$ cat config.mk
export PLATFORM = sky130hd
export DESIGN_NAME = arcade_shell_top
export DESIGN_NICKNAME = d
export VERILOG_FILES = /design/src/design/ctrl_pkg.sv /design/src/design/mem_pkg.sv /design/src/design/arcade_shell_top.sv /design/src/design/dl_fifo.sv /design/src/design/dl_packer.sv /design/src/design/input_mapper.sv /design/src/design/rom_load_ctrl.sv
export SDC_FILE = /design/constraint.sdc
export NUM_CORES = 1
export LEC_CHECK = 0
export BUFFER_PORTS_ARGS = -buffer_cell sky130_fd_sc_hd__buf_2
export CAP_MARGIN = 20
export CORE_UTILIZATION = 50
export DETAILED_ROUTE_END_ITERATION = 6
export PLACE_DENSITY_LB_ADDON = 0.1
export SYNTH_ARGS = -nofsm -noshare
export SYNTH_HDL_FRONTEND = slang
export SYNTH_HIERARCHICAL = 1
export SYNTH_SLANG_ARGS = --single-unit
$ cat constraint.sdc
create_clock -name clk_sys -period 11.2 [get_ports clk_sys]
set_input_delay 1.68 -clock clk_sys [delete_from_list [all_inputs] [get_ports clk_sys]]
set_output_delay 1.68 -clock clk_sys [all_outputs]
set_load 0.05 [all_outputs]
$ cat src/design/ctrl_pkg.sv
package ctrl_pkg;

	// PS/2 set 2 codes
	typedef enum logic [7:0] {
		up    = 8'h75,
		down  = 8'h72,
		left  = 8'h6b,
		right = 8'h74,
		esc   = 8'h76, // Coin
		f1    = 8'h05, // Start 1
		f2    = 8'h06, // Start 2
		space = 8'h29  // Fire
	} scancode_e;

	// Right sits at bit 0, fire at bit 4
	typedef struct packed {
		logic fire;
		logic up;
		logic down;
		logic left;
		logic right;
	} joy_t;

	typedef struct packed {
		logic up;
		logic down;
		logic left;
		logic right;
		logic fire;
		logic start1;
		logic start2;
		logic coin;
	} game_ctrl_t;

endpackage

$ cat src/design/mem_pkg.sv
package mem_pkg;

	localparam int DL_ADDR_W = 24;
	localparam int WORD_W    = 16;
	localparam int PADDR_W   = 18; // Region bit, word address, byte bit

	typedef enum logic [0:0] {
		cpu_rom = 1'b0,
		gfx_rom = 1'b1
	} rom_region_e;

	typedef struct packed {
		rom_region_e       region;
		logic [WORD_W-1:0] word_addr; // Byte offset in region, halved
		logic [WORD_W-1:0] data;      // Same byte on both lanes
		logic [1:0]        strb;
	} wr_entry_t;

	typedef struct packed {
		logic                 active;
		logic                 wr;
		logic [DL_ADDR_W-1:0] addr;
		logic [7:0]           data;
	} dl_port_t;

	typedef struct packed {
		logic               psel;
		logic               penable;
		logic               pwrite;
		logic [PADDR_W-1:0] paddr;
		logic [WORD_W-1:0]  pwdata;
		logic [1:0]         pstrb;
	} apb_req_t;

	typedef struct packed {
		logic pready;
		logic pslverr;
	} apb_rsp_t;

	typedef enum logic [1:0] {
		idle   = 2'd0,
		setup  = 2'd1,
		access = 2'd2
	} apb_state_e;

endpackage

$ cat src/design/arcade_shell_top.sv
module arcade_shell_top #(
	parameter int CPU_ROM_BYTES = 28672,
	parameter int GFX_ROM_BYTES = 32768,
	parameter int FIFO_DEPTH    = 8
) (
	input  logic                 clk_sys,
	input  logic                 arst_n,
	input  mem_pkg::dl_port_t    dl,
	input  logic                 reset_req,
	input  logic                 key_strobe,
	input  logic                 key_pressed,
	input  logic [7:0]           key_code,
	input  ctrl_pkg::joy_t       joy0,
	input  ctrl_pkg::joy_t       joy1,
	input  logic                 rotate,
	input  logic                 flip,
	output mem_pkg::apb_req_t    apb_req,
	input  mem_pkg::apb_rsp_t    apb_rsp,
	output ctrl_pkg::game_ctrl_t ctrl,
	output logic                 core_reset,
	output logic                 load_error,
	output logic                 dl_overflow
);

	logic               push;
	logic               pop;
	logic               full;
	logic               empty;
	mem_pkg::wr_entry_t pack_entry;
	mem_pkg::wr_entry_t head_entry;

	dl_packer #(
		.CPU_ROM_BYTES (CPU_ROM_BYTES),
		.GFX_ROM_BYTES (GFX_ROM_BYTES)
	) u_packer (
		.clk_sys     (clk_sys),
		.arst_n      (arst_n),
		.dl          (dl),
		.full        (full),
		.push        (push),
		.entry       (pack_entry),
		.dl_overflow (dl_overflow)
	);

	dl_fifo #(
		.FIFO_DEPTH (FIFO_DEPTH)
	) u_fifo (
		.clk_sys   (clk_sys),
		.arst_n    (arst_n),
		.push      (push),
		.entry_in  (pack_entry),
		.pop       (pop),
		.entry_out (head_entry),
		.full      (full),
		.empty     (empty)
	);

	rom_load_ctrl u_load (
		.clk_sys    (clk_sys),
		.arst_n     (arst_n),
		.dl_active  (dl.active),
		.reset_req  (reset_req),
		.entry      (head_entry),
		.empty      (empty),
		.pop        (pop),
		.apb_req    (apb_req),
		.apb_rsp    (apb_rsp),
		.load_error (load_error),
		.core_reset (core_reset)
	);

	input_mapper u_input (
		.clk_sys     (clk_sys),
		.arst_n      (arst_n),
		.key_strobe  (key_strobe),
		.key_pressed (key_pressed),
		.key_code    (key_code),
		.joy0        (joy0),
		.joy1        (joy1),
		.rotate      (rotate),
		.flip        (flip),
		.ctrl        (ctrl)
	);

endmodule

$ cat src/design/dl_fifo.sv
module dl_fifo #(
	parameter int FIFO_DEPTH = 8
) (
	input  logic               clk_sys,
	input  logic               arst_n,
	input  logic               push,
	input  mem_pkg::wr_entry_t entry_in,
	input  logic               pop,
	output mem_pkg::wr_entry_t entry_out,
	output logic               full,
	output logic               empty
);

	localparam int AW = (FIFO_DEPTH > 1) ? $clog2(FIFO_DEPTH) : 1;
	localparam int CW = AW + 1;

	mem_pkg::wr_entry_t mem [FIFO_DEPTH];
	logic [AW-1:0]      wr_ptr;
	logic [AW-1:0]      rd_ptr;
	logic [CW-1:0]      count;
	logic               do_push;
	logic               do_pop;

	function automatic logic [AW-1:0] next_ptr(input logic [AW-1:0] p);
		if (p == AW'(FIFO_DEPTH - 1))
			return '0;
		return p + 1'b1;
	endfunction

	assign full    = (count == CW'(FIFO_DEPTH));
	assign empty   = (count == '0);
	assign do_push = push & ~full;
	assign do_pop  = pop & ~empty;

	assign entry_out = mem[rd_ptr]; // Head visible without a pop

	always_ff @(posedge clk_sys) begin
		if (do_push)
			mem[wr_ptr] <= entry_in;
	end

	always_ff @(posedge clk_sys or negedge arst_n) begin
		if (!arst_n) begin
			wr_ptr <= '0;
			rd_ptr <= '0;
			count  <= '0;
		end else begin
			if (do_push)
				wr_ptr <= next_ptr(wr_ptr);
			if (do_pop)
				rd_ptr <= next_ptr(rd_ptr);
			case ({do_push, do_pop})
				2'b10:   count <= count + 1'b1;
				2'b01:   count <= count - 1'b1;
				default: count <= count; // Both or neither
			endcase
		end
	end

endmodule

$ cat src/design/dl_packer.sv
module dl_packer #(
	parameter int CPU_ROM_BYTES = 28672,
	parameter int GFX_ROM_BYTES = 32768
) (
	input  logic                clk_sys,
	input  logic                arst_n,
	input  mem_pkg::dl_port_t   dl,
	input  logic                full,
	output logic                push,
	output mem_pkg::wr_entry_t  entry,
	output logic                dl_overflow
);

	localparam logic [mem_pkg::DL_ADDR_W-1:0] CPU_END = mem_pkg::DL_ADDR_W'(CPU_ROM_BYTES);
	localparam logic [mem_pkg::DL_ADDR_W-1:0] ALL_END =
		mem_pkg::DL_ADDR_W'(CPU_ROM_BYTES + GFX_ROM_BYTES);

	logic                          wr_q;
	logic                          rise_q;
	logic [mem_pkg::DL_ADDR_W-1:0] addr_q;
	logic [7:0]                    byte_q;
	logic                          hit;
	mem_pkg::rom_region_e          region;
	logic [mem_pkg::DL_ADDR_W-1:0] offset;

	always_ff @(posedge clk_sys or negedge arst_n) begin
		if (!arst_n) begin
			wr_q   <= 1'b0;
			rise_q <= 1'b0;
		end else begin
			wr_q   <= dl.wr;
			rise_q <= dl.active & dl.wr & ~wr_q; // Strobe edge inside download
		end
	end

	always_ff @(posedge clk_sys) begin
		addr_q <= dl.addr;
		byte_q <= dl.data;
	end

	// Region decode
	always_comb begin
		hit    = 1'b1;
		region = mem_pkg::cpu_rom;
		offset = addr_q;
		if (addr_q < CPU_END) begin
			region = mem_pkg::cpu_rom;
		end else if (addr_q < ALL_END) begin
			region = mem_pkg::gfx_rom;
			offset = addr_q - CPU_END;
		end else begin
			hit = 1'b0; // Past both regions
		end
	end

	always_ff @(posedge clk_sys or negedge arst_n) begin
		if (!arst_n) begin
			push        <= 1'b0;
			dl_overflow <= 1'b0;
		end else begin
			push <= rise_q & hit & ~full;
			if (rise_q && hit && full)
				dl_overflow <= 1'b1; // Byte lost
		end
	end

	always_ff @(posedge clk_sys) begin
		if (rise_q) begin
			entry.region    <= region;
			entry.word_addr <= offset[16:1];
			entry.data      <= {byte_q, byte_q};
			entry.strb      <= offset[0] ? 2'b10 : 2'b01; // Odd byte on upper lane
		end
	end

endmodule

$ cat src/design/input_mapper.sv
module input_mapper (
	input  logic                 clk_sys,
	input  logic                 arst_n,
	input  logic                 key_strobe,
	input  logic                 key_pressed,
	input  logic [7:0]           key_code,
	input  ctrl_pkg::joy_t       joy0,
	input  ctrl_pkg::joy_t       joy1,
	input  logic                 rotate,
	input  logic                 flip,
	output ctrl_pkg::game_ctrl_t ctrl
);

	ctrl_pkg::game_ctrl_t keys;
	logic                 m_up;
	logic                 m_down;
	logic                 m_left;
	logic                 m_right;

	always_ff @(posedge clk_sys or negedge arst_n) begin
		if (!arst_n) begin
			keys <= '0;
		end else if (key_strobe) begin
			case (key_code)
				ctrl_pkg::up:    keys.up     <= key_pressed;
				ctrl_pkg::down:  keys.down   <= key_pressed;
				ctrl_pkg::left:  keys.left   <= key_pressed;
				ctrl_pkg::right: keys.right  <= key_pressed;
				ctrl_pkg::esc:   keys.coin   <= key_pressed;
				ctrl_pkg::f1:    keys.start1 <= key_pressed;
				ctrl_pkg::f2:    keys.start2 <= key_pressed;
				ctrl_pkg::space: keys.fire   <= key_pressed;
				default: ; // Other keys ignored
			endcase
		end
	end

	// Key plus both sticks
	assign m_up    = keys.up    | joy0.up    | joy1.up;
	assign m_down  = keys.down  | joy0.down  | joy1.down;
	assign m_left  = keys.left  | joy0.left  | joy1.left;
	assign m_right = keys.right | joy0.right | joy1.right;

	always_comb begin
		ctrl = keys;
		if (rotate) begin
			ctrl.up    = m_up;
			ctrl.down  = m_down;
			ctrl.left  = m_left;
			ctrl.right = m_right;
		end else if (flip) begin
			ctrl.up    = m_left;
			ctrl.down  = m_right;
			ctrl.left  = m_down;
			ctrl.right = m_up;
		end else begin
			// Quarter turn for the vertical monitor
			ctrl.up    = m_right;
			ctrl.down  = m_left;
			ctrl.left  = m_up;
			ctrl.right = m_down;
		end
		ctrl.fire = keys.fire | joy0.fire | joy1.fire;
	end

endmodule

$ cat src/design/rom_load_ctrl.sv
module rom_load_ctrl (
	input  logic               clk_sys,
	input  logic               arst_n,
	input  logic               dl_active,
	input  logic               reset_req,
	input  mem_pkg::wr_entry_t entry,
	input  logic               empty,
	output logic               pop,
	output mem_pkg::apb_req_t  apb_req,
	input  mem_pkg::apb_rsp_t  apb_rsp,
	output logic               load_error,
	output logic               core_reset
);

	mem_pkg::apb_state_e state;
	mem_pkg::wr_entry_t  entry_q;
	logic [1:0]          active_q;
	logic                seen_fall;
	logic                rom_loaded;
	logic                dl_rise;

	assign pop     = (state == mem_pkg::idle) & ~empty;
	assign dl_rise = dl_active & ~active_q[0];

	always_comb begin
		apb_req         = '0;
		apb_req.psel    = (state != mem_pkg::idle);
		apb_req.penable = (state == mem_pkg::access);
		apb_req.pwrite  = (state != mem_pkg::idle);
		apb_req.paddr   = {entry_q.region, entry_q.word_addr, 1'b0};
		apb_req.pwdata  = entry_q.data;
		apb_req.pstrb   = entry_q.strb;
	end

	always_ff @(posedge clk_sys) begin
		if (pop)
			entry_q <= entry; // Held until completion
	end

	always_ff @(posedge clk_sys or negedge arst_n) begin
		if (!arst_n) begin
			state      <= mem_pkg::idle;
			load_error <= 1'b0;
		end else begin
			case (state)
				mem_pkg::idle:   if (pop) state <= mem_pkg::setup;
				mem_pkg::setup:  state <= mem_pkg::access;
				mem_pkg::access: begin
					if (apb_rsp.pready) begin
						state <= mem_pkg::idle;
						if (apb_rsp.pslverr)
							load_error <= 1'b1;
					end
				end
				default:         state <= mem_pkg::idle;
			endcase
		end
	end

	// Fall seen one cycle late so the last packed byte reaches the FIFO first
	always_ff @(posedge clk_sys or negedge arst_n) begin
		if (!arst_n) begin
			active_q   <= 2'b00;
			seen_fall  <= 1'b0;
			rom_loaded <= 1'b0;
			core_reset <= 1'b1;
		end else begin
			active_q <= {active_q[0], dl_active};
			if (dl_rise) begin
				seen_fall  <= 1'b0;
				rom_loaded <= 1'b0;
			end else begin
				if (active_q[1] && !active_q[0])
					seen_fall <= 1'b1;
				if (seen_fall && empty && state == mem_pkg::idle)
					rom_loaded <= 1'b1;
			end
			core_reset <= reset_req | ~rom_loaded;
		end
	end

endmodule

# After elaboration in Yosys (flattened, before gate mapping)
# Memories as Yosys holds them, arrays and structs flattened. A register that Yosys moved wholly into a read port is not among the register bits.
# Index checks and enable logic that the tools add are counted.
[classes] mux=25 n_lt_le_gt_ge=2 add_sub_neg=5 reduce_logical=22 n_bitwise=24 n_eq_ne=17
[ops] cell="equality test 8 x 7 -> 1 bit, second input constant" n=5
[ops] cell="2-to-1 mux 17 bit" n=2
[ops] cell="< comparator 24 x 15 -> 1 bit, second input constant" n=1
[ops] cell="< comparator 24 x 16 -> 1 bit, second input constant" n=1
[ops] cell="AND reduction 2 bit" n=9
[ops] cell="subtractor 17 x 15 -> 17 bit, second input constant" n=1
[ops] cell="equality test 8 x 3 -> 1 bit, second input constant" n=2
[ops] cell="2-to-1 mux 1 bit" n=12
[ops] cell="2-to-1 mux 3 bit" n=4
[ops] cell="bitwise OR 1 bit" n=11
[ops] cell="bitwise AND 1 bit" n=8
[ops] cell="equality test 8 x 6 -> 1 bit, second input constant" n=1
[ops] cell="2-to-1 mux 4 bit" n=2
[ops] cell="one-hot mux 4 bit (2 select lines)" n=1
[ops] cell="nonzero test 2 bit" n=4
[ops] cell="adder 3 x 1 -> 3 bit, second input constant" n=2
[ops] cell="equality test 3 bit, second input constant" n=2
[ops] cell="2-to-1 mux 2 bit" n=3
[ops] cell="one-hot mux 2 bit (3 select lines)" n=1
[ops] cell="logical AND 1 bit" n=5
[ops] cell="inverter 1 bit" n=5
[ops] cell="adder 4 x 1 -> 4 bit, second input constant" n=1
[ops] cell="equality test 2 x 1 -> 1 bit, second input constant" n=2
[ops] cell="equality test 2 bit, second input constant" n=2
[ops] cell="8 further kinds" n=8
[word_totals] ramBits=280 mem_count=1 regBits=97 elab_cells=123 output_inout_bits=50
[mem_list] name="u_fifo.mem" words=8 word_bits=35 read_ports=1 rd_clocked_by_memory_dff=1 write_ports=1 line_no="dl_fifo.sv:17" text="mem_pkg::wr_entry_t mem [FIFO_DEPTH];"

# Longest topological paths before layout
[logic_depth] word_depth=6 mapped_depth=10 mapped_depth_nobuf=9

# Hierarchy
# The synthesis kept the hierarchy.
[modules_own_cells] mod="dl_fifo" instances=1 cells_per_inst=474 seq_area_each_um2=8658.3 area_per_inst_um2=11473.5
[modules_own_cells] mod="dl_packer" instances=1 cells_per_inst=96 seq_area_each_um2=1551.5 area_per_inst_um2=1813.0
[modules_own_cells] mod="rom_load_ctrl" instances=1 cells_per_inst=61 seq_area_each_um2=1252.5 area_per_inst_um2=1368.8
[modules_own_cells] mod="input_mapper" instances=1 cells_per_inst=54 seq_area_each_um2=200.2 area_per_inst_um2=553.0

# Worst setup path before layout
# No wires, ideal clock.
[synth_timing] kind="reg2reg" start="register u_fifo.count[3]" end="memory u_fifo/mem[0][0] (netlist bit), enable pin" stages_incl_launch_ff=4 period_less_slack_ns=4.584 setup_time_ns=0.515 t_arrival_ns=4.070 slack_ns=6.616 path_cell_list="dfrtp_1 > or4b_4 > nand2_4 > nor4_1"
[synth_between] elab_chain_len=5
[synth_rtl] element="from (decl)" line_no="dl_fifo.sv:20" text="logic [CW-1:0] count;"
[synth_rtl] element="from (signal assigned)" line_no="dl_fifo.sv:53" text="2'b10: count <= count + 1'b1;"
[synth_rtl] element="from (signal assigned)" line_no="dl_fifo.sv:54" text="2'b01: count <= count - 1'b1;"
[synth_rtl] element="from (signal assigned)" line_no="dl_fifo.sv:55" text="default: count <= count;"
[synth_rtl] element="equality test 4 bit" line_no="dl_fifo.sv:30" text="assign full = (count == CW'(FIFO_DEPTH));"
[synth_rtl] element="inverter 1 bit" line_no="dl_fifo.sv:32" text="assign do_push = push & ~full;"
[synth_rtl] element="bitwise AND 1 bit" line_no="dl_fifo.sv:32"
[synth_rtl] element="2-to-1 mux 1 bit" line_no="dl_fifo.sv:38" text="if (do_push)"
[synth_rtl] element="2-to-1 mux 1 bit (not written as such)" line_no="dl_fifo.sv:39" text="mem[wr_ptr] <= entry_in;"
[synth_rtl] element="to (decl)" line_no="dl_fifo.sv:17"
# Every way passes these cells.

==> metrics.md <==
| Metric | Value |
|---|---|
| Tot Pwr | `3.069 mW` |
| Cell Area, Placed | `16170 um2` |
| Setup crit start | `joy0[0]` |
| Post-Place Cells | `1160` |
| Layout cell share with drive strength beyond 1 | `0.2876` |
| Final setup fails | `0` |
| Worst r2r src | `u_fifo/count[0]$_DFFE_PN0P_` |
| Gr ovfl total | `0` |
| Fin. Hold Viols | `0` |
| Setup bufs post-CTS | `0` |
| Post-synth top area share | `0.6753` |
| Boundary Pins | `111` |
| Antenna Nets Post-Route | `0` |
| Worst-margin pin slew | `916.1 ps` |
| Fin Hold WS | `401.8 ps` |
| Number of synthesized register bits | `404` |
| Core Util, Final | `0.5863` |
| Residual DRC count | `0` |
| Yosys warns | `6` |
| Min Tclk post-route | `4315 ps` |
| Hold-fix buffers at CTS | `0` |
| Crit. End Element | `output pin` |
| Clock share of power | `0.426` |
| H-Tree Depth | `2` |
| Clk sinks | `404` |
| Setup Skew | `16.03 ps` |
| Mapped Area | `15210 um2` |
| Leakage power | `6.063 nW` |
| Async set-reset flop share out of synthesis | `0.07426` |
| DP Wirelength | `13.90 mm` |
| Die Area | `31120 um2` |
| Syn Inst Count | `685` |
| Switching portion of total power | `0.1967` |
| Num CTS Buffers | `41` |
| # fillers | `2158` |
| Fin. max-slew vios | `0` |
| Net Switching | `603.5 uW` |
| Crit path max fanout | `3` |
| CTS root buffer | `clkbuf_16` |
| Largest net degree at the start of global routing | `53` |
| Ant. Diodes | `0` |
| Ys flop type | `edfxtp_1` |
| Post-synth EDFFs | `342` |
| Row cnt | `63` |
| Final Instance Area | `17470 um2` |
| Worst-skew pair later-pin latency | `530 ps` |
| First-pass iteration count of the detailed router | `4` |
| Hold Path Origin | `u_packer/wr_q$_DFF_PN0_` |
| Aggregate routed wire length | `26.59 mm` |
| Netlist cell types | `59` |
| Die span in x | `176.4 um` |
| Initial antenna violation count | `0` |
| Reg clk slew, reported paths | `50 ps` |
| RSZ-0062 raised after global routing | `no` |
| Starting density of the core | `0.5104` |
| Area grow syn2layout | `14.87%` |
| Logic pwr share | `0.033` |
| Required time worst endpoint | `9520 ps` |
| Hold crit path type | `register to register` |
| Input/output buffers | `109` |
| Power Density | `175.7 nW/um2` |
| CP Data Arrival Time | `2640 ps` |
| Final WS setup | `6885 ps` |
| Number of global-route vias before repair | `7238` |
| Syn nets | `755` |
| Dominant cells by area after synthesis | `edfxtp_1, mux4_1, dfrtp_1` |
| Die Ht | `176.4 um` |
| WS Path Type | `input pin to output pin` |
| Clock buffer depth | `3` |
| Placeable Area | `29800 um2` |
| Max rail drop VDD | `0.1162 mV` |
| Placer congestion estimate | `0.7456` |
| CTS tree | `yes` |
| Flop pwr share | `0.541` |
| Final Instance Count excl. Fillers | `1235` |
| Gr usage total | `0.1765` |
| Normalized max-slew margin | `0.3892` |
| Vias | `6923` |
| Post-cts sizing count | `0` |
| Launching element type of the critical path | `input pin` |
| Via density | `5.606` |
| Status | `finished, final reports clean` |
| Nets | `883` |
| DP Worst Slack | `6899 ps` |
| DRT iter0 DRCs | `440` |
| Internal power | `2.465 mW` |
| Avg Synthesized Cell Area | `22.20 um2` |
| DR WL/cell | `21.53 um` |
| Setup TNS | `0 ps` |
| First-pass GRT wire length | `40.61 mm` |
| Area leader, netlist | `edfxtp_1` |
| Max_cap viols | `0` |
| Sequential fraction of the synthesis area | `0.7668` |
| Fmax | `231.7 MHz` |
| Period utilisation layout | `0.3853` |
## layout make-up
| type | count | area, um2 | share of cell area |
|---|---|---|---|
| sequential | 404 | 11670 | 0.6679 |
| multi-input combinational | 233 | 3312 | 0.1896 |
| clock buffer | 61 | 1164 | 0.06660 |
| timing repair buffer | 122 | 655.6 | 0.03753 |
| tap | 390 | 488.0 | 0.02793 |
| clock inverter | 14 | 141.4 | 0.008093 |
| inverter | 11 | 41.29 | 0.002363 |
## state kept, by name, summed over array words and instances, names as in the netlist, 2 cells and up
name and flops:
u_input/ctrl 3, u_fifo/rd_ptr 3, u_fifo/mem 280, u_fifo/count 4, u_packer/addr_q 24, u_fifo/wr_ptr 3, u_input/keys 5, u_load/apb_req 35
u_packer/entry 27, u_load/state 2, u_packer/byte_q 8, u_load/active_q 2
## cell usage after synthesis, types with 3 or more instances
library cell / count
buf_6: 8
mux2_2: 43
ha_1: 8
nor3_1: 6
buf_1: 3
clkbuf_1: 12
a21oi_1: 5
nor3b_1: 5
dfxtp_1: 32
nand2b_1: 5
mux4_1: 69
buf_4: 13
nor2_1: 9
nand3_1: 8
nor4b_1: 3
edfxtp_1: 342
inv_1: 11
mux2_1: 7
mux2i_1: 5
nand2_1: 10
dfrtp_1: 29
o21ai_1: 4
or3_1: 5
## logic make-up after synthesis
| family | count (synthesis) | synth area share |
|---|---|---|
| fa+ha+maj | 9 | 0.007898 |
| flops | 404 | 0.7668 |
| other cells | 1 | 0.0002466 |
| buf+inv | 48 | 0.01909 |
| simple gates | 73 | 0.03209 |
| mux | 126 | 0.1620 |
| compound gates | 21 | 0.01012 |
| xor+xnor | 3 | 0.001728 |
## path summary, 6_finish.rpt
path / endpoint / slack [ps] / depth (start not counted)
hold / removal: u_packer/rise_q$_DFF_PN0_ / 400 / 1
hold reg to reg: u_packer/rise_q$_DFF_PN0_ / 400 / 1
setup reg to reg: u_fifo/count[3]$_DFFE_PN0P_ / 7630 / 10
max in group asynchronous: u_fifo/rd_ptr[0]$_DFFE_PN0P_ / 9490 / 1
min in group asynchronous: u_fifo/rd_ptr[0]$_DFFE_PN0P_ / 1200 / 1
setup / recovery: ctrl[6] / 6880 / 5
## routing by layer
metal,up-vias,GRT usage,share of wire
met5,-,0,0
met2,161,0.3030,0.51
met3,44,0.02885,0.036
met4,0,0.05496,0.019
met1,3623,0.2316,0.43
li1,3095,-,-
## critical path, cell delays in order
cell and delay (ps):
buf_2 100, or3_1 410, mux2i_1 170, o21ai_1 70
buf_2 210
## placed cells by master, fill, tap and decap left out, types with 3 or more instances in the layout
master and n:
mux2_1 7, nand3_1 8, inv_1 11, dfxtp_1 32, nor3b_1 5, clkbuf_1 16
nor2_4 4, nor2_1 5, clkinv_1 6, mux2i_1 5, buf_4 12, mux2_2 43
dfrtp_1 26, clkbuf_16 43, mux4_1 69, a21oi_1 5, nand2_1 10, buf_2 109
edfxtp_1 342, ha_1 8, nor4b_1 3, clkinv_2 4, nor3_2 4, o21ai_1 4
or3_1 5, nand2b_1 5, bufinv_16 3
## power by group through the flow
stage / Clock (mW) / Sequential (mW) / Combinational, mW
after floorplan: 0 / 1.71 / 0.0539
after global placement: 0 / 1.69 / 0.0997
after detailed placement: 0 / 1.69 / 0.102
after CTS: 1.35 / 1.66 / 0.102
after global routing: 1.40 / 1.66 / 0.107
final: 1.31 / 1.66 / 0.101
No activity file was read; power rests on OpenSTA's default activity.
